==> config.mk <==
export PLATFORM = sky130hd
export DESIGN_NAME = adCondition
export DESIGN_NICKNAME = d
export VERILOG_FILES = /design/src/hw/irPkg.sv /design/src/hw/adCondition.sv
export SDC_FILE = /design/constraint.sdc
export NUM_CORES = 1
export LEC_CHECK = 0
export BUFFER_PORTS_ARGS = -buffer_cell sky130_fd_sc_hd__buf_2
export CAP_MARGIN = 40
export CORE_AREA = 10 10 47 49
export DETAILED_ROUTE_END_ITERATION = 6
export DIE_AREA = 0 0 57 59
export GPL_ROUTABILITY_DRIVEN = 0
export PLACE_DENSITY = 0.71
export SKIP_LAST_GASP = 1
export SLEW_MARGIN = 20
export SYNTH_ARGS = -nofsm -noshare
export SYNTH_HDL_FRONTEND = slang
export SYNTH_SLANG_ARGS = --single-unit
==> constraint.sdc <==
create_clock -name vclk -period 3.2
set_clock_uncertainty 0.05 [all_clocks]
set_input_delay 0.64 -clock vclk [all_inputs]
set_output_delay 0.64 -clock vclk [all_outputs]
set_load 0.02 [all_outputs]
==> src/hw/irPkg.sv <==
`default_nettype none

package irPkg;

  // Instruction field latched from AD or cache, bit 0 is the MSB
  localparam int irWidth = 13;
  localparam int acWidth = 4;

  // Arithmetic bus, bit 0 is the sign
  localparam int adWidth = 36;

  // Dispatch RAM geometry
  localparam int dramAddrBits = 9;
  localparam int dramEntries = 1 << dramAddrBits;
  localparam int dramEntryWidth = 11;

  typedef logic [0:irWidth-1] irWord;
  typedef logic [0:acWidth-1] acWord;
  typedef logic [0:adWidth-1] adWord;
  typedef logic [0:dramAddrBits-1] dramAddr;

  // B field: bit 0 inverts, bit 1 enables EQ, bit 2 enables GT/LT
  typedef logic [0:2] fieldA;
  typedef logic [0:2] fieldB;
  typedef logic [0:3] fieldJ;

  // Entry layout is A, B, J, then the parity bit
  typedef logic [0:dramEntryWidth-1] dramEntry;

  typedef logic [2:0] normCode;
  typedef logic [0:5] ebusByte;
  typedef logic [2:0] diagFunc;

  localparam logic [0:8] opJrst = 9'o254;

  // Diagnostic load functions for the mode enables
  localparam diagFunc diagLoadIoJrst = 3'd5;
  localparam diagFunc diagLoadAc = 3'd6;

endpackage

`default_nettype wire
==> src/hw/adCondition.sv <==
`timescale 1ns/1ps
`default_nettype none

module adCondition import irPkg::*; (
  input  adWord      ad,
  input  logic       adCarry,
  input  logic [7:8] magic,
  input  fieldB      dramB,
  output logic       adZero,
  output logic       testSatisfied,
  output normCode    norm
);

  logic aGtB;
  logic magicEq;
  logic rawTest;

  assign adZero = ~|ad;
  assign aGtB = ad[0] ^ adCarry;
  assign magicEq = (magic[7] == magic[8]);

  // EQ, GT, LT and carry terms
  assign rawTest = (dramB[1] & adZero)
                 | (dramB[2] & magic[7] & aGtB)
                 | (dramB[2] & magic[8] & ad[0])
                 | (adCarry & magicEq);

  assign testSatisfied = rawTest ^ dramB[0];

  // Normalize priority, highest bit first
  always_comb begin
    if (ad[0])
      norm = 3'd1;
    else if (|ad[1:6])
      norm = 3'd2;
    else if (ad[7])
      norm = 3'd3;
    else if (ad[8])
      norm = 3'd4;
    else if (ad[9])
      norm = 3'd5;
    else if (ad[10])
      norm = 3'd6;
    else if (|ad[11:35])
      norm = 3'd7;
    else
      norm = 3'd0;
  end

endmodule

`default_nettype wire

==> After elaboration in Yosys (flattened, before gate mapping) <==
Cells that the tools add are included.
{ "word_totals": {"register_bits": 0, "inputBits": 42, "out_inout_bits": 5, "word_cells": 23} }
{ "classes": {"eq_ne": 1, "muxes": 7, "bitwise": 11, "reduce_logical": 4} }
{ "op_table": {"columns": ["op", "count"], "rows": [
  ["$reduce_or A36 Y1", 1],
  ["$reduce_or A25 Y1", 1],
  ["$mux W3", 7],
  ["$and A1 B1 Y1", 6],
  ["$reduce_or A6 Y1", 1],
  ["$or A1 B1 Y1", 3],
  ["$xor A1 B1 Y1", 2],
  ["$eq A1 B1 Y1", 1],
  ["$logic_not A1 Y1", 1]
]} }

==> Depth between registers and ports, before layout <==
{ "depth": {"word_depth": 8, "ltp_mapped": 4, "mapped_depth_nobuf": 4} }

==> Least setup slack after synthesis <==
No wires, ideal clock.
{ "synth_timing": {"kind": "input to output", "start": "in ad[1]", "end": "out testSatisfied", "arrival_ps": 2155, "required_ps": 2510, "path_slack_ps": 355, "stages": 4, "n_path_buf": 0, "path_cell_list": "nor4_2 nand4_2 or4_1 a211oi_1"} }
{ "synth_between": {"elab_chain_len": 7} }
{ "synth_lines": {"columns": ["element", "line_no", "source"], "rows": [
  ["start, declared", "adCondition.sv:5", "input adWord ad,"],
  ["$reduce_or A36 Y1", "adCondition.sv:18", "assign adZero = ~|ad;"],
  ["$logic_not A1 Y1", "adCondition.sv:18", null],
  ["$and A1 B1 Y1", "adCondition.sv:23", "assign rawTest = (dramB[1] & adZero)"],
  ["$or A1 B1 Y1", "adCondition.sv:24", "| (dramB[2] & magic[7] & aGtB)"],
  ["$or A1 B1 Y1", "adCondition.sv:25", "| (dramB[2] & magic[8] & ad[0])"],
  ["$or A1 B1 Y1", "adCondition.sv:26", "| (adCarry & magicEq);"],
  ["$xor A1 B1 Y1", "adCondition.sv:28", "assign testSatisfied = rawTest ^ dramB[0];"],
  ["end, declared", "adCondition.sv:10", "output logic testSatisfied,"]
]} }
Every way passes these cells.

==> Worst setup path after layout <==
Ends and elaborated chain as after synthesis.

==> reports/metrics.yaml <==
run_status:
  status: "finished clean"
die:
  die_h_um: 59
  initial_core_util_pct: 20.5
  die-area_mm2: 0.00336
  coreArea_mm2: 0.00140
  io_pins: 47
  die_w_um: 57
  rows: 14
timing:
  hold_viol: 0
  period_needed_ns: 2.84
  worst_pin_slew_ns: 0.404
  fmax_ghz: 0.353
  fin_tns_setup_ns: 0
  drv_slew: 0
  setup_viol: 0
  fin_crit_sh_pct: 88.6
  rsz0062_at_grt: "no"
  relSlewSlack_pct: 72.8
routing:
  drtIter0Drc: 4
  vias_per_cell: 4.63
  route.detailed.drc: 0
  wl_um: 1310
  drt_first_pass_iters: 2
  via_count: 482
  wl_per_cell_um: 12.6
  antenna_left: 0
clock_tree:
  cts_setup_buffers: 0
  cts_hold_buf: 0
  cts_resized: 0
run:
  maxCapViolations: 0
layout:
  final_core_util_pct: 38.8
  final_common_cell: "buf_2"
  seqCellArea_um2: 0
  syn_to_final_growth_pct: 88.7
  layout_common_cells: "buf_2 (47), nor2_1 (8), nor4_2 (3), nand4_2 (3), nor3_1 (3)"
  finalNetCount: 132
  layout-drive-gt1-share_pct: 62.5
  fin_area_um2: 543
  nFlopsAndLatches: 0
  diodes: 0
  clock_buffers: 0
critical_path:
  arrival_ns: 2.15
  startpoint_type: "input port"
  endpoint_kind: "output port"
  cp_data_required_time_ns: 2.51
  worstSetupPathType: "input port to output port"
  cp_max_fo: 5
synthesis:
  seq_area_frac_synth_pct: 0
  ys_types: 21
  yosys_warnings: 0
  syn-num-nets: 83
  synth_cells: 41
  avgSynthCellArea_um2: 7.02
  netlist_area_um2: 288
grt:
  overflow: 0
  track_usage_pct: 7.17
  antenna_found_initial: 0
  grt_pass1_vias: 536
  grt_max_degree: 6
  grt_pass1_wl_um: 2130
power:
  worst_ir_drop_vdd_uv: 33.6
  power_density_mw_per_mm2: 97.3
  power_leakage_nw: 0.290
place:
  port_buffers: 47
  place_area_um2: 543
  dp_hpwl_um: 1250
min_path:
  hp-class: "input port to output port"
## per-stage QoR
step	hold WS [ns]	setup WS, ns	total power, mW	std cells
6_report	1.54	0.365	0.0528	104
5_1_grt	1.56	0.248	0.0595	104
4_1_cts	1.54	0.342	0.0535	104
3_5_place_dp	1.54	0.343	0.0534	104
3_3_place_gp	1.54	0.370	0.0522	104
2_1_floorplan	1.31	0.355	0.0187	41
## per-layer routing
metal	global-route usage, %	routed length (µm)	up-vias	part of all wire (%)
li1	-	-	260	-
met5	0	0	-	0
met3	4.08	189	0	14
met2	14.4	682	24	52
met1	6.41	434	198	33
met4	0	0	0	0
## power breakdown
group / switching [mW] / total, mW / internal, mW
logic: 0.0244 / 0.0528 / 0.0285
clock network: 0 / 0 / 0
registers: 0 / 0 / 0
total: 0.0244 / 0.0528 / 0.0285
## area by class of cell
cell class                 count  area, µm²
timing repair buffer          47        235
inverter                       2       7.51
fill                         151        858
multi-input combinational     39        280
tap                           16       20.0
## path summary, 6_finish.rpt
kind                from       endpoint  cells after the start
setup / recovery   ad[1]  testSatisfied                      6
hold / removal    ad[35]        norm[1]                      3
## critical path, cell delays in order
cell,delay [ns]
buf_2,0.10
nor4_2,0.29
nand4_2,0.19
or4_1,0.53
a211oi_1,0.20
buf_2,0.20
## cell usage after synthesis, drive strengths merged
library cell	n	share of area (%)
or2	1	2.2
o311ai	2	6.1
inv	2	2.6
a21o	1	2.6
nor3	3	5.2
o21bai	1	2.6
and3b	1	3.0
a211oi	1	2.6
nor2b	2	4.3
nand4	3	13
nand3	2	3.5
nor4	6	25
nand2	2	2.6
a21oi	2	3.5
or4	1	2.6
o31ai	1	2.6
xnor2	1	3.0
nor2	8	10
a21boi	1	2.6
## kinds of logic after synthesis
group	after synthesis	share of synthesized area, %
xor gates and xnor gates	1	3.04
AOI/OAI and AO/OA	9	22.6
buffers and inverters	2	2.61
and+or+nand+nor	29	71.7
Note: power is estimated with default switching activity, not from simulation.
