**src/hw/irPkg.sv**
```systemverilog
`default_nettype none

package irPkg;

  // Instruction field latched from AD or cache, bit 0 is the MSB
  localparam int irWidth = 13;
  localparam int acWidth = 4;

  // Arithmetic bus, bit 0 is the sign
  localparam int adWidth = 36;

  // Dispatch RAM geometry
  localparam int dramAddrBits = 9;
  localparam int dramEntries = 1 << dramAddrBits;
  localparam int dramEntryWidth = 11;

  typedef logic [0:irWidth-1] irWord;
  typedef logic [0:acWidth-1] acWord;
  typedef logic [0:adWidth-1] adWord;
  typedef logic [0:dramAddrBits-1] dramAddr;

  // B field: bit 0 inverts, bit 1 enables EQ, bit 2 enables GT/LT
  typedef logic [0:2] fieldA;
  typedef logic [0:2] fieldB;
  typedef logic [0:3] fieldJ;

  // Entry layout is A, B, J, then the parity bit
  typedef logic [0:dramEntryWidth-1] dramEntry;

  typedef logic [2:0] normCode;
  typedef logic [0:5] ebusByte;
  typedef logic [2:0] diagFunc;

  localparam logic [0:8] opJrst = 9'o254;

  // Diagnostic load functions for the mode enables
  localparam diagFunc diagLoadIoJrst = 3'd5;
  localparam diagFunc diagLoadAc = 3'd6;

endpackage

`default_nettype wire
```
**src/hw/irRegister.sv**
```systemverilog
`timescale 1ns/1ps
`default_nettype none

module irRegister import irPkg::*; (
  input  logic    CON,
  input  logic    rstN,
  input  logic    loadIr,
  input  logic    mbXfer,
  input  irWord   cacheData,
  input  adWord   ad,
  input  logic    diagLoad,
  input  diagFunc diagSel,
  input  logic    diagData0,
  output irWord   ir,
  output acWord   ac,
  output logic    enIoJrst,
  output logic    enAc,
  output logic    jrst,
  output logic    jrst0,
  output logic    ioLegal,
  output logic    acEq0
);

  irWord irNext;

  // AD path is used during MB transfers, cache otherwise
  assign irNext = mbXfer ? ad[0:irWidth-1] : cacheData;

  always_ff @(posedge CON or negedge rstN) begin
    if (!rstN) begin
      ir <= '0;
      ac <= '0;
    end else if (loadIr) begin
      ir <= irNext;
      ac <= enAc ? irNext[9:12] : '0;
    end
  end

  // Mode bits loaded by diagnostic function
  always_ff @(posedge CON or negedge rstN) begin
    if (!rstN) begin
      enIoJrst <= 1'b0;
      enAc <= 1'b0;
    end else if (diagLoad) begin
      if (diagSel == diagLoadIoJrst)
        enIoJrst <= diagData0;
      if (diagSel == diagLoadAc)
        enAc <= diagData0;
    end
  end

  assign jrst = (ir[0:8] == opJrst);
  assign acEq0 = (ir[9:12] == '0);
  assign jrst0 = jrst & acEq0;
  assign ioLegal = &ir[3:6];

endmodule

`default_nettype wire

```
**config.mk**
```make
export PLATFORM = sky130hd
export DESIGN_NAME = irRegister
export DESIGN_NICKNAME = d
export VERILOG_FILES = /design/src/hw/irPkg.sv /design/src/hw/irRegister.sv
export SDC_FILE = /design/constraint.sdc
export NUM_CORES = 1
export LEC_CHECK = 0
export BUFFER_PORTS_ARGS = -buffer_cell sky130_fd_sc_hd__buf_4
export CAP_MARGIN = 20
export CORE_MARGIN = 3
export CORE_UTILIZATION = 32
export CTS_BUF_LIST = sky130_fd_sc_hd__clkbuf_8
export CTS_CLUSTER_SIZE = 30
export DETAILED_ROUTE_END_ITERATION = 16
export PLACE_DENSITY_LB_ADDON = 0.08
export SLEW_MARGIN = 20
export SYNTH_ARGS = -nofsm -noshare
export SYNTH_HDL_FRONTEND = slang
export SYNTH_SLANG_ARGS = --single-unit
```
**constraint.sdc**
```tcl
create_clock -name CON -period 1.45 [get_ports CON]
set_clock_uncertainty 0.05 [all_clocks]
set_input_delay 0.0725 -clock CON [delete_from_list [all_inputs] [get_ports CON]]
set_output_delay 0.0725 -clock CON [all_outputs]
set_load 0.02 [all_outputs]
```
After elaboration in Yosys (flattened, before gate mapping)

Index checks and enable logic that the tools add are counted.

Logic and storage cells: 14
Flip-flop bits (word level): 19
Input port bits: 58
Output and inout port bits: 23

Eq/ne operators: 3
Bitwise logic cells: 1
Mux-type cells: 2
Reductions and logical operators: 4

Operator list:

| operator                                             | count |
|---|---|
| two-way mux 13 bit                                   | 1 |
| equality test 9 x 8 -> 1 bit (second input constant) | 1 |
| equality test 3 bit (second input constant)          | 2 |
| zero test 4 bit                                      | 1 |
| two-way mux 4 bit                                    | 1 |
| AND reduction 2 bit                                  | 2 |
| AND reduction 4 bit                                  | 1 |
| bitwise AND 1 bit                                    | 1 |

Depth between registers and ports, before layout

Word-level depth: 2
Gate-level depth with buffers: 4
Depth with buffers taken out: 2

Worst setup path before layout

No wires, ideal clock.

Kind: register -> output
From: register ir[1]
To: output port jrst0
Cell stages (with the launch flop): 3
Path buffers: 0
Path slack: -415 ps
Data arrival time: 1,742 ps
Path through: dfrtp_1 > nor4_1 > nor4b_4

Word-level cells in the longest chain between the ends: 2

Ends and longest elaborated chain:

| item                     | RTL line         | RTL |
|---|---|---|
| start: declaration       | irRegister.sv:14 | `output irWord ir,` |
| start signal: assignment | irRegister.sv:34 | `ir <= irNext;` |
| zero test 4 bit          | irRegister.sv:53 | `assign acEq0 = (ir[9:12] == '0);` |
| via acEq0                | irRegister.sv:21 | `output logic acEq0` |
| bitwise AND 1 bit        | irRegister.sv:54 | `assign jrst0 = jrst & acEq0;` |
| end: declaration         | irRegister.sv:19 | `output logic jrst0,` |

The timed path passes the listed nets, and every way through them passes these cells.

Worst setup path in the final report

From: register ir[8]
To: output port jrst0

Word-level cells in the longest chain between the ends: 2

Ends and longest elaborated chain:

| item                         | RTL line         | RTL |
|---|---|---|
| equality test 9 x 8 -> 1 bit | irRegister.sv:52 | `assign jrst = (ir[0:8] == opJrst);` |
| bitwise AND 1 bit            | irRegister.sv:54 |  |

No other way between the ends.

==> flow_metrics.env <==
export IMPL_synth_avg_cell_area_um2=10.6
export IMPL_via_per_inst=4.80
export IMPL_routed_wl_um=2330
export IMPL_insertion_delay_ns=0.25
export IMPL_startpoint_type="flip-flop"
export IMPL_grt_max_degree=32
export IMPL_p_leak_uw=0.000727
export IMPL_seq_power_share_pct=44.7
export IMPL_ys_ff_latch=19
export IMPL_violations="setup timing"
export IMPL_fmax_ghz=0.564
export IMPL_ys_warn_count=0
export IMPL_holdPathStages=2
export IMPL_combPwrFrac_pct=30.4
export IMPL_endpoint_kind="primary output"
export IMPL_status="complete, but fails checks"
export IMPL_drive_gt1_share_pct=48.6
export IMPL_grt_first_pass_wirelength_um=3730
export IMPL_setup_viol=2
export IMPL_grt_overflow=0
export IMPL_cp_max_fo=2
export IMPL_antenna_cells=0
export IMPL_cts_sinks=19
export IMPL_grt_usage_pct=14.4
export IMPL_switching_share_pct=30.5
export IMPL_critPathRequiredTime_ns=1.33
export IMPL_powerDensity_nw_per_um2=1000
export IMPL_synth_cell_types=18
export IMPL_synthCells=84
export IMPL_dp_hpwl_um=1780
export IMPL_synth_fp_nets=142
export IMPL_globalplace_congestion=0.684
export IMPL_whs_endpoint="enAc"
export IMPL_rsz0062_at_grt="yes"
export IMPL_finalPower_uw=1450
export IMPL_critPathKind="reg2out"
export IMPL_worstHoldStart="diagData0"
export IMPL_seq_area_frac_synth_pct=53.3
export IMPL_clkSlewWorstSetupHoldPaths_ns=0.07
export IMPL_cts_root_buf="clkbuf_8"
export IMPL_crit_chain="or4_4, nor4b_4, buf_4"
export IMPL_arrival_ns=1.65
export IMPL_clkPwrFrac_pct=25.0
export IMPL_slowest_stage="or4_4"
export IMPL_hold_viol=0
export IMPL_slew_viol_final=0
export IMPL_rows=18
export IMPL_tightest_slew_ns=0.288
export IMPL_intPower_uw=1010
export IMPL_port_buffers=57
export IMPL_cts_tree="yes"
export IMPL_area_growth_pct=62.1
export IMPL_synthesis_area_um2=892
export IMPL_r2r_start="ir[8]"
export IMPL_most_common_layout_cells="62 x buf_4, 19 x dfrtp_1, 14 x nor2_1, 13 x mux2i_1, 13 x a21oi_1"
export IMPL_grt_pass1_vias=828
export IMPL_cap_violations=0
export IMPL_wl_per_cell_um=13.3
export IMPL_max_stage_delay_ns=0.56
export IMPL_dr_pass1_iters=2
export IMPL_vias=845
export IMPL_ios=81
export IMPL_switchingPower_uw=443
export IMPL_r2r_end="ir[8]"
export IMPL_drtAntennaViolNets=0
export IMPL_r2r_cells=4
export IMPL_final_util_pct=56.3
export IMPL_period_share_pct=122
export IMPL_fp_coreArea_um2=2570
export IMPL_die_w_um=58.8
export IMPL_post_route_drc_count=0
export IMPL_ir_worst_vdd_v=0.000526
export IMPL_dr_first_iter_drc_count=12
export IMPL_min_path_type="in2reg"
export IMPL_antenna_found_initial=0
export IMPL_rrSetupSlack_ns=0.49
export IMPL_die_h_um=58.8
export IMPL_cts_buffers=3
export IMPL_period_needed_ns=1.77
export IMPL_final_common_cell="buf_4"
export IMPL_cts_resized_gates=0
export IMPL_fin_setup_tns_ns=-0.614
export IMPL_die_area_um2=3460
export IMPL_max_slew_margin_pct=80.8
export IMPL_fin_ws_ns=-0.322
export IMPL_clock_path_buffers=2
export IMPL_nNetsFinal=205
export IMPL_h_tree_depth=1
export IMPL_start_util_pct=34.7
## critical path, delay by kind of cell (launching register included)
family | cells | cell delay, ns
and+or+nand+nor | 2 | 0.82
DFF | 1 | 0.39
buffers and inverters | 1 | 0.18
## cells by family (layout without fill, tap and decap cells)
logic type      count (synthesis)  after routing  share of synthesized area, %
mux                            15             15                          17.1
buf+inv                        10             72                          4.77
compound gates                 17             17                          10.1
flops                          19             19                          53.3
simple gates                   23             23                          14.7
## Yosys cell counts, drive strengths merged
| cell | number | area share [%] |
|---|---|---|
| or4 | 1 | 1.3 |
| a21oi | 13 | 7.3 |
| nor4b | 1 | 2.7 |
| nand2b | 1 | 0.70 |
| nand2 | 1 | 0.42 |
| nand3 | 1 | 0.56 |
| nand4b | 2 | 2.0 |
| mux2 | 2 | 2.5 |
| o22ai | 4 | 2.8 |
| nor2 | 14 | 5.9 |
| buf | 2 | 1.4 |
| nor3 | 1 | 0.56 |
| nor4 | 1 | 0.70 |
| inv | 5 | 2.1 |
| mux2i | 13 | 15 |
| clkbuf | 3 | 1.3 |
| dfrtp | 19 | 53 |
## power by group through the flow
stage | registers, uW | logic [uW] | clock network [uW]
floorplan | 740 | 125 | 0
global placement | 657 | 432 | 0
detailed placement | 659 | 439 | 0
CTS | 648 | 443 | 379
global route | 659 | 477 | 402
finish | 647 | 440 | 362
## final cells by class
class,count,area [um2]
Clock inverter,1,3.75
Timing Repair Buffer,63,475
Clock buffer,3,41.3
Tap cell,30,37.5
Inverter,5,18.8
Fill cell,247,1120
Sequential cell,19,475
Multi-Input combinational cell,55,394
## state kept, by name, indices dropped and copies added, names as in the netlist
| register | count |
|---|---|
| ir | 13 |
| enIoJrst | 1 |
| ac | 4 |
| enAc | 1 |
## per-layer routing
layer | vias up | GRT usage, % | share of wire [%]
li1 | 420 | - | -
met5 | - | 0 | 0
met4 | 0 | 6.80 | 1.5
met3 | 4 | 2.63 | 7.7
met1 | 387 | 15.9 | 37
met2 | 34 | 26.2 | 53
## how the worst max path moves through the flow
stage,endpoint,slack [ns],startpoint,cells after the start
6_report,jrst0,-0.32,ir[8],3
5_1_grt,jrst0,-0.40,ir[8],3
4_1_cts,jrst0,-0.32,ir[8],3
3_5_place_dp,jrst0,-0.04,ir[5],3
3_3_place_gp,jrst0,-0.05,ir[5],3
2_1_floorplan,jrst0,-0.1,ir[5],2
## per-stage QoR
step | area, um2 | cells | setup WS (ns) | hold WS, ns
after floorplan | 912 | 84 | -0.0962 | -0.273
after global placement | 1380 | 169 | -0.0472 | -0.0895
after detailed placement | 1380 | 169 | -0.0403 | -0.0861
after CTS | 1440 | 175 | -0.317 | 0.00356
after global routing | 1450 | 176 | -0.403 | 0.00528
final | 1450 | 176 | -0.322 | 0.00872
## what timing repair did
action	4_1_cts	5_1_grt
pin swaps	2	0
gates cloned	0	0
buffers inserted	1	1
endpoints found under the setup margin	2	2
hold endpoints to repair	19	0
hold buffers	1	0
(Power assumes the default switching activity.)
