--- config.mk ---
export PLATFORM = sky130hd
export DESIGN_NAME = diagReadMux
export DESIGN_NICKNAME = d
export VERILOG_FILES = /design/src/hw/irPkg.sv /design/src/hw/diagReadMux.sv
export SDC_FILE = /design/constraint.sdc
export NUM_CORES = 1
export LEC_CHECK = 0
export BUFFER_PORTS_ARGS = -buffer_cell sky130_fd_sc_hd__buf_2
export CELL_PAD_IN_SITES_DETAIL_PLACEMENT = 1
export CELL_PAD_IN_SITES_GLOBAL_PLACEMENT = 2
export CORE_MARGIN = 2
export CORE_UTILIZATION = 10
export DETAILED_ROUTE_END_ITERATION = 12
export PLACE_DENSITY = 0.8
export RECOVER_POWER = 25
export SYNTH_ARGS = -nofsm -noshare
export SYNTH_HDL_FRONTEND = slang
export SYNTH_SLANG_ARGS = --single-unit
export TNS_END_PERCENT = 5
--- constraint.sdc ---
create_clock -name vclk -period 0.8
set_input_delay 0 -clock vclk [all_inputs]
set_output_delay 0 -clock vclk [all_outputs]
set_load 0.05 [all_outputs]
--- src/hw/irPkg.sv ---
`default_nettype none

package irPkg;

  // Instruction field latched from AD or cache, bit 0 is the MSB
  localparam int irWidth = 13;
  localparam int acWidth = 4;

  // Arithmetic bus, bit 0 is the sign
  localparam int adWidth = 36;

  // Dispatch RAM geometry
  localparam int dramAddrBits = 9;
  localparam int dramEntries = 1 << dramAddrBits;
  localparam int dramEntryWidth = 11;

  typedef logic [0:irWidth-1] irWord;
  typedef logic [0:acWidth-1] acWord;
  typedef logic [0:adWidth-1] adWord;
  typedef logic [0:dramAddrBits-1] dramAddr;

  // B field: bit 0 inverts, bit 1 enables EQ, bit 2 enables GT/LT
  typedef logic [0:2] fieldA;
  typedef logic [0:2] fieldB;
  typedef logic [0:3] fieldJ;

  // Entry layout is A, B, J, then the parity bit
  typedef logic [0:dramEntryWidth-1] dramEntry;

  typedef logic [2:0] normCode;
  typedef logic [0:5] ebusByte;
  typedef logic [2:0] diagFunc;

  localparam logic [0:8] opJrst = 9'o254;

  // Diagnostic load functions for the mode enables
  localparam diagFunc diagLoadIoJrst = 3'd5;
  localparam diagFunc diagLoadAc = 3'd6;

endpackage

`default_nettype wire
--- src/hw/diagReadMux.sv ---
`timescale 1ns/1ps
`default_nettype none

module diagReadMux import irPkg::*; (
  input  logic       diagRead,
  input  diagFunc    diagSel,
  input  normCode    norm,
  input  dramAddr    dradr,
  input  logic       enIoJrst,
  input  logic       enAc,
  input  acWord      ac,
  input  fieldA      dramA,
  input  fieldB      dramB,
  input  fieldJ      dramJ,
  input  logic       testSatisfied,
  input  logic       jrst0,
  input  logic       parityOk,
  input  logic       ioLegal,
  input  logic       acEq0,
  input  logic       adZero,
  input  logic [7:8] magic,
  input  adWord      ad,
  output logic       ebusDrive,
  output ebusByte    ebusData
);

  assign ebusDrive = diagRead;

  // Bus reads zero when the board is not driving
  always_comb begin
    ebusData = '0;
    if (diagRead) begin
      case (diagSel)
        3'd0: ebusData = {norm, dradr[0:2]};
        3'd1: ebusData = dradr[3:8];
        3'd2: ebusData = {enIoJrst, enAc, ac};
        3'd3: ebusData = {dramA, dramB};
        3'd4: ebusData = {testSatisfied, jrst0, dramJ};
        3'd5: ebusData = {parityOk, ioLegal, acEq0, adZero, magic[7], magic[8]};
        3'd6: ebusData = ad[0:5];
        default: ebusData = ad[30:35];
      endcase
    end
  end

endmodule

`default_nettype wire

Yosys cells after proc, flatten, opt, wreduce, memory -nomap -nowiden
Cells that the tools add are included.

Register bits after elaboration: 0. Input bits: 76.

Eq/ne operators: 6. Mux-type cells: 2. Reduce and logical (&&, ||, !) cells: 1.

Operator list (count): case mux 6 bit (7 select lines) (1); equality test 3 bit (second input constant) (3); equality test 3 x 2 -> 1 bit (second input constant) (2); 2-to-1 mux 6 bit (1); equality test 3 x 1 -> 1 bit (second input constant) (1); zero test 3 bit (1).

Depth between registers and ports, before layout
Gate-level depths: netlist (run 1).

Depth in word-level cells: 3. Gate-level depth with buffers: 6. Mapped depth without buffers: 4.

Least setup slack after synthesis (run 1)
No wires, ideal clock.

Kind: input-to-output. Start: in diagSel[0]. End: out ebusData[5]. Arrival: 1359 ps. Setup slack: -559 ps. Stages on the path: 5. Cells stage by stage: buf_4 > buf_2 > nand2_1 > o21ai_0 > a41oi_1.

Cells in the longest elaborated chain, start to end: 3. Elaborated cells on any way between the ends: 9.

RTL lines: from (decl) (RTL line diagReadMux.sv:6) `input diagFunc diagSel,`; equality test 3 bit (tied with other cells) (RTL line diagReadMux.sv:33) `case (diagSel)`; case mux 6 bit (7 select lines) (*) (RTL line diagReadMux.sv:33); 2-to-1 mux 6 bit (*) (RTL line diagReadMux.sv:32) `if (diagRead) begin`; to (decl) (RTL line diagReadMux.sv:24) `output ebusByte ebusData`.

Every way passes the cells marked *; elsewhere a longest branch is shown, timed or not.

Worst setup path after layout (run 1)
Start: in diagSel[0]. End: out ebusData[4].

Same word-level chain as after synthesis.

==> results of run 1 <==
[area by class of cell]
type,count,area [sq um]
fillers,521,3050
multi-input cells,60,579
well taps,52,65.1
repair buffers,76,599
[worst paths after layout]
check           to  slack [ps]       start
max    ebusData[4]        -260  diagSel[0]
min    ebusData[4]         400       ad[4]
[worst max-delay path: cells and delay by family]
family / cells / cell delay [ps]
AO/OA/AOI/OAI: 3 / 540
buffers and inverters: 4 / 520
[through the flow]
| stage | power, mW | utilization (%) |
|---|---|---|
| CTS | 0.762 | 28.1 |
| finish | 0.782 | 29.0 |
| global route | 0.838 | 29.0 |
| detailed placement | 0.594 | 22.6 |
| global placement | 0.591 | 22.6 |
| floorplan | 0.360 | - |
[power breakdown]
part	total [mW]	leakage [nW]	switching, mW	internal, mW
clock	0	0	0	0
combinational	0.782	0.551	0.369	0.413
sequential	0	0	0	0
[what timing repair did]
action,in CTS,in global routing
setup buffers,6,0
endpoints found under the setup margin,6,6
resized for setup,47,10
cloned,1,0
pin swaps,10,4
hold buffers,0,0
[layout by cell type (no fill, tap or decap), types with 2 or more instances in the layout]
| master | netlist | layout |
|---|---|---|
| sky130_fd_sc_hd__buf_2 | 2 | 49 |
| sky130_fd_sc_hd__nand2_1 | 11 | 10 |
| sky130_fd_sc_hd__buf_4 | 4 | 9 |
| sky130_fd_sc_hd__o21ai_0 | 12 | 6 |
| sky130_fd_sc_hd__o21ai_2 | 0 | 6 |
| sky130_fd_sc_hd__buf_12 | 0 | 6 |
| sky130_fd_sc_hd__buf_8 | 0 | 6 |
| sky130_fd_sc_hd__a221oi_2 | 1 | 4 |
| sky130_fd_sc_hd__o221a_4 | 0 | 4 |
| sky130_fd_sc_hd__buf_6 | 0 | 4 |
| sky130_fd_sc_hd__a31oi_1 | 5 | 3 |
| sky130_fd_sc_hd__a21oi_2 | 0 | 3 |
| sky130_fd_sc_hd__a22oi_2 | 0 | 2 |
| sky130_fd_sc_hd__a22oi_1 | 4 | 2 |
| sky130_fd_sc_hd__o21ai_1 | 2 | 2 |
| sky130_fd_sc_hd__a31oi_2 | 0 | 2 |
[routing by layer]
| layer | global-route usage, % | wire [um] |
|---|---|---|
| met4 | 0 | 0 |
| met5 | 0 | 0 |
| met1 | 13.9 | 1130 |
| met3 | 0.722 | 106 |
| met2 | 18.7 | 1310 |
[cell families (layout without fill, tap and decap cells)]
logic type,after synthesis,after routing,synth area share [%]
buffers and inverters,6,76,9.07
multiplexers,3,3,7.37
AO/OA/AOI/OAI,36,36,55.8
AND/OR/NAND/NOR,21,21,27.8
==> results, run 1 <==
- The first-iteration detailed-routing DRC count is 16.
- The most repeated cell in the gate-level netlist after synthesis is sky130_fd_sc_hd__o21ai_0.
- The sequential area share after synthesis is 0%.
- The worst path uses 132% of the clock period.
- The count of cell types in the netlist is 24.
- The total wire length after detailed routing is 2.55 mm.
- The netlist area before placement is between 400 and 500 sq um.
- The total die area is 4960 sq um.
- The number of global-route vias before repair was 873.
- Counting the clock-network buffers in the layout gives 0.
- The cell type with the largest total area after synthesis is sky130_fd_sc_hd__o21ai_0.
- The placement-stage worst setup slack is -462 ps.
- Entering global routing, the biggest net connects 11 pins.
- The floorplan step set the die height to slightly above 70 um.
- The class of the tightest hold or removal check is in2out.
- The sequential cell count is 0.
- At the worst endpoint, the required time is approximately 800 ps.
- The leakage power total is 0.551 nW.
- The register cell area after layout is 0 sq um.
- Across the run, the number of max-cap violations was 0.
- The routed wire length per instance is between 10 and 15 um.
- The number of max-slew violations in the final report is 0.
- For this run, design rule violations remaining after detail routing come to 0.
- The transition time of the tightest slew-check pin is 588 ps.
- Dividing the detail-routed via count by the number of cells gives about 4.4.
- Of the cells placed in the final design, the portion with a size suffix greater than 1 is between 80% and 90%.
- The flow ran to the end, but the final reports show violations.
- The worst hold slack is a little under 400 ps.
- The number of nets in the layout is between 200 and 250.
- In this run the biggest area consumer among cell types represents between 10% and 20% of the synthesized area.
- The worst-case setup margin in the final layout is -259 ps.
- Among the stages of the critical path, the cell type that occurs most often is sky130_fd_sc_hd__buf_12.
- Once layout is complete, the cells apart from fillers number roughly 190.
- The count of final setup violators is 6.
- The maximum vdd drop is 0.200 mV.
- On the worst path, the slowest cell contributes a delay of 270 ps.
- The Yosys step of the flow raised 0 warnings.
- When the netlist entered floorplanning its net count stood at 142.
- The highest-delay cell along the critical path is sky130_fd_sc_hd__o221a_4.
- For this configuration, the core starts out at a cell density of 10.3%.
- The total number of placement rows is 24.
- In this run the worst path has a maximum fanout of 7.
- Ranked by total cell area, the synthesized netlist is headed by sky130_fd_sc_hd__o21ai_0 14%, sky130_fd_sc_hd__o221a_1 10%, sky130_fd_sc_hd__nand2_1 9.3%.
- The checks that failed: setup timing.
- The number of failing hold endpoints at the final stage is 0.
- The category of the critical setup timing path is in2out.
- Pin placement for this block handled 83 I/O pins.
- The total area inside the core boundary comes to between 4000 and 5000 sq um.
- Counting instances, the worst hold path has a depth of 3.
- After legalization and detailed placement, the total HPWL measured about 2.1 mm.
- The worst max-slew margin expressed relative to the limit is roughly three fifths.
- The capturing element type of the critical path is an output port.
- Summing all placed instances gives a cell area of a little under 1000 sq um.
- The post-route antenna net violation count is 0.
- The repair_antennas step left the layout with diodes totalling 0.
- The gate count of the mapped netlist is between 60 and 70.
- Dividing total power by cell area gives a power density of ~630 nW/um^2.
- The first global-routing pass estimated 4.20 mm of wire.
- Setup repair after global routing could not meet its margin everywhere.
- The number of cells after detailed placement is 182.
- The data arrival time of the critical path is around 1100 ps.
- The sum of negative setup slack is -1260 ps.
- The post-layout instance area is approximately 1200 sq um.
- The area growth from synthesis to layout is 182%.
- Measured along the x axis, the die boundary spans approximately 70 um.
- The first-pass detailed-route iteration total is 4.
- The congestion estimate from routability-driven global placement came to ~0.69.
- The critical path startpoint category is an input pin.
- The average instance area after synthesis is approximately 6.7 sq um.
- Global routing used between 10 and 15% of the available tracks.
- In the synthesized netlist, the cells that appear most often are 12 x sky130_fd_sc_hd__o21ai_0, 11 x sky130_fd_sc_hd__nand2_1, 5 x sky130_fd_sc_hd__a31oi_1.
- The number of antenna violations at the first check in global routing is 0.
- Traced cell by cell, the critical path runs through buf_12, buf_12, buf_12, a221oi_2, a31oi_1, o221a_4, buf_8.
- The via count is ~820.
- The worst path in the final design needs a cycle of around 1100 ps, including I/O delays and setup.
- Summed over all layers, the global routing overflow is 0.
- The count of buffers added on input and output ports is 59.
- The top achievable clock speed is roughly 0.94 GHz.
Note: power is estimated with default switching activity, not from simulation.
==> run 2: changes to the inputs <==
--- a/config.mk
+++ b/config.mk
@@ -8,6 +8,7 @@
 export BUFFER_PORTS_ARGS = -buffer_cell sky130_fd_sc_hd__buf_2
 export CELL_PAD_IN_SITES_DETAIL_PLACEMENT = 1
 export CELL_PAD_IN_SITES_GLOBAL_PLACEMENT = 2
+export CORE_ASPECT_RATIO = 1.4
 export CORE_MARGIN = 2
 export CORE_UTILIZATION = 10
 export DETAILED_ROUTE_END_ITERATION = 12
==> run 2 against run 1 <==
The flow still finishes with violations (setup timing). Largest power group unchanged. Worst hold slack improved by 0.55 ps. Fmax increased by 0.14%. Highest routed layer is now met4. Setup slack improved by 1.4 ps. Critical path type unchanged. Final cell count increased by 2.1%. Die area increased by 0.14%. Non-clock buffer count decreased by 4. Final area decreased by 8.7%. Critical path depth decreased by 1. Global-route usage decreased by 0.88 points.
==> results, run 2 (synthesis results as in run 1) <==
- The post-route antenna net violation count came to 0 (unchanged).
- The highest-delay cell along the critical path is sky130_fd_sc_hd__o221a_4.
- The number of max-slew violations in the final report is 0 (unchanged).
- The total wire length after detailed routing came to 2.44 mm (-4.2%).
- The data arrival time of the critical path came to 1060 ps (about the same).
- The most frequent standard cell in the layout excluding fill and tap cells is sky130_fd_sc_hd__buf_2.
- The combinational cell fraction of total power is 100.0% (about the same).
- The number of failing hold endpoints at the final stage was 0 (unchanged).
- The worst-case setup margin in the final layout is -257 ps (+1.45 ps).
- The placement-stage worst setup slack was -542 ps (-80.0 ps).
- The maximum cell stage delay along the critical path was 280 ps (about the same).
- The cell that appears most often on the critical path is sky130_fd_sc_hd__buf_8.
- The required time of the worst setup path came to 800 ps (about the same).
- The sequential group share of total power came to 0% (unchanged).
- The cell-internal power is 0.352 mW (-15%).
- The layout filler cell count is 520 (-0.19%).
- The maximum number of pins on one net before global-route repair came to 12 (+1).
- The total power consumption of the routed design is 0.710 mW (-9.2%).
- The count of boundary I/O pins is 83 (unchanged).
- The clock network fraction of total power is 0% (unchanged).
- The via density per instance came to 4.28 (-2.2%).
- The category of the critical setup timing path is in2out.
- The sequential cell count is 0 (unchanged).
- The first-iteration detailed-routing DRC count was 8 (-8).
- The initial core utilization was 10.4% (+0.13 points).
- The top achievable clock speed was 0.946 GHz (+0.14%).
- The height of the die is 82.6 um (+17%).
- The routed wire length per instance came to 12.7 um (-6.2%).
- Setup repair after global routing could not meet its margin everywhere.
- The sum of negative setup slack is -1300 ps (-43.6 ps).
- The total die area was 4970 sq um (+0.14%).
- The number of nets in the layout is 210 (-1.9%).
- The final antenna diode count is 0 (unchanged).
- The placer congestion estimate is 0.780 (+14%).
- The library cells used most frequently in the layout, excluding fill and tap cells, are 49 x sky130_fd_sc_hd__buf_2, 12 x sky130_fd_sc_hd__buf_4, 10 x sky130_fd_sc_hd__nand2_1, 7 x sky130_fd_sc_hd__o21ai_1, 5 x sky130_fd_sc_hd__buf_6.
- The time the final worst path needs with I/O delays and setup is 1060 ps (-1.44 ps).
- The flow ran to the end, but the final reports show violations.
- STA classifies the critical path startpoint as an input pin.
- The power per standard cell area is 625 nW/um^2 (-0.63%).
- The class of the tightest hold or removal check is in2out.
- The total global routing overflow was 0 (unchanged).
- The estimated wirelength of the detail-placed design is 2.14 mm (+3.9%).
- The reported max-cap violation count is 0 (unchanged).
- The switching power is 0.358 mW (-3.2%).
- The overall fraction of global-route tracks in use is 9.34% (-0.88 points).
- The signal on the critical path passes through buf_8, and2_4, a221oi_2, a31oi_2, o221a_4, buf_8.
- The total number of placement rows is 28 (+17%).
- The transition time of the tightest slew-check pin came to 589 ps (+0.785 ps).
- The proportion of layout cells with a drive suffix above 1 was 75.8% (-4.4 points).
- The DRC violation count after routing is 0 (unchanged).
- The die width is 60.2 um (-15%).
- The count of final setup violators was 6 (unchanged).
- The synthesis-to-layout area growth is 157%.
- The first-pass detailed-route iteration total is 2 (-2).
- The worst max-slew margin expressed relative to the limit is 60.9% (about the same).
- The leakage power total is 0.500 nW (-9.2%).
- The maximum vdd drop came to 0.181 mV (-9.1%).
- The final reports fail on setup timing.
- The via count is 821 (-0.12%).
- The worst hold slack came to 397 ps (+0.550 ps).
- The proportion of total power due to net switching is 50.4% (+3.2 points).
- The number of global-route vias before repair was 908 (+4.0%).
- The first-pass GRT wire length is 3.62 mm (-14%).
- The count of buffers inserted at the top-level ports is 59 (unchanged).
- The placeable core region came to 4240 sq um (-1.3%).
- The share of the clock period used by the worst path is 132% (-0.18 points).
- The number of antenna violations at the first check in global routing is 0 (unchanged).
- The number of clock buffers in the layout is 0 (unchanged).
- The register cell area after layout is 0 sq um (unchanged).
- STA classifies the critical path endpoint as an output port.
- The maximum fanout along the worst path came to 5 (-2).
- The count of cells along the worst hold path is 3 (unchanged).
[run 2: final timing paths]
path / start / slack [ps] / to
max: diagSel[2] / -260 / ebusData[4]
min: ad[4] / 400 / ebusData[4]
[run 2: what timing repair did]
action                                  in CTS  in global routing
buffers inserted                             2                  0
endpoints found under the setup margin       6                  6
hold buffers                                 0                  0
gates resized for setup                     42                  2
pin swaps                                    9                  2
[run 2: metrics by stage]
step                      cell area (sq um)  std cells  util, %
after floorplan                         558         66        -
after global placement                  966        190     22.8
after detailed placement                966        190     22.8
after CTS                              1130        192     26.6
after global routing                   1140        192     26.8
final                                  1140        192     26.8
[run 2: layout make-up]
| type | instances | area [sq um] | share of cell area, % |
|---|---|---|---|
| multi-input cells | 60 | 581 | 51.1 |
| repair buffers | 72 | 480 | 42.3 |
| well taps | 60 | 75.1 | 6.61 |
[run 2: power groups by stage]
stage	logic [mW]	registers, mW	clock network (mW)
after floorplan	0.360	0	0
after global placement	0.588	0	0
after detailed placement	0.593	0	0
after CTS	0.710	0	0
after global routing	0.758	0	0
final	0.710	0	0
[run 2: worst max-delay path: cells and delay by family]
family | cells | cell delay (ps)
AO/OA/AOI/OAI | 3 | 620
buffers and inverters | 2 | 260
AND/OR/NAND/NOR | 1 | 180
[run 2: routing by layer]
| metal | GRT usage [%] | part of all wire, % |
|---|---|---|
| met1 | 8.85 | 34 |
| met2 | 20.7 | 56 |
| met3 | 0.312 | 7.0 |
| met4 | 2.00 | 2.4 |
| met5 | 0 | 0 |
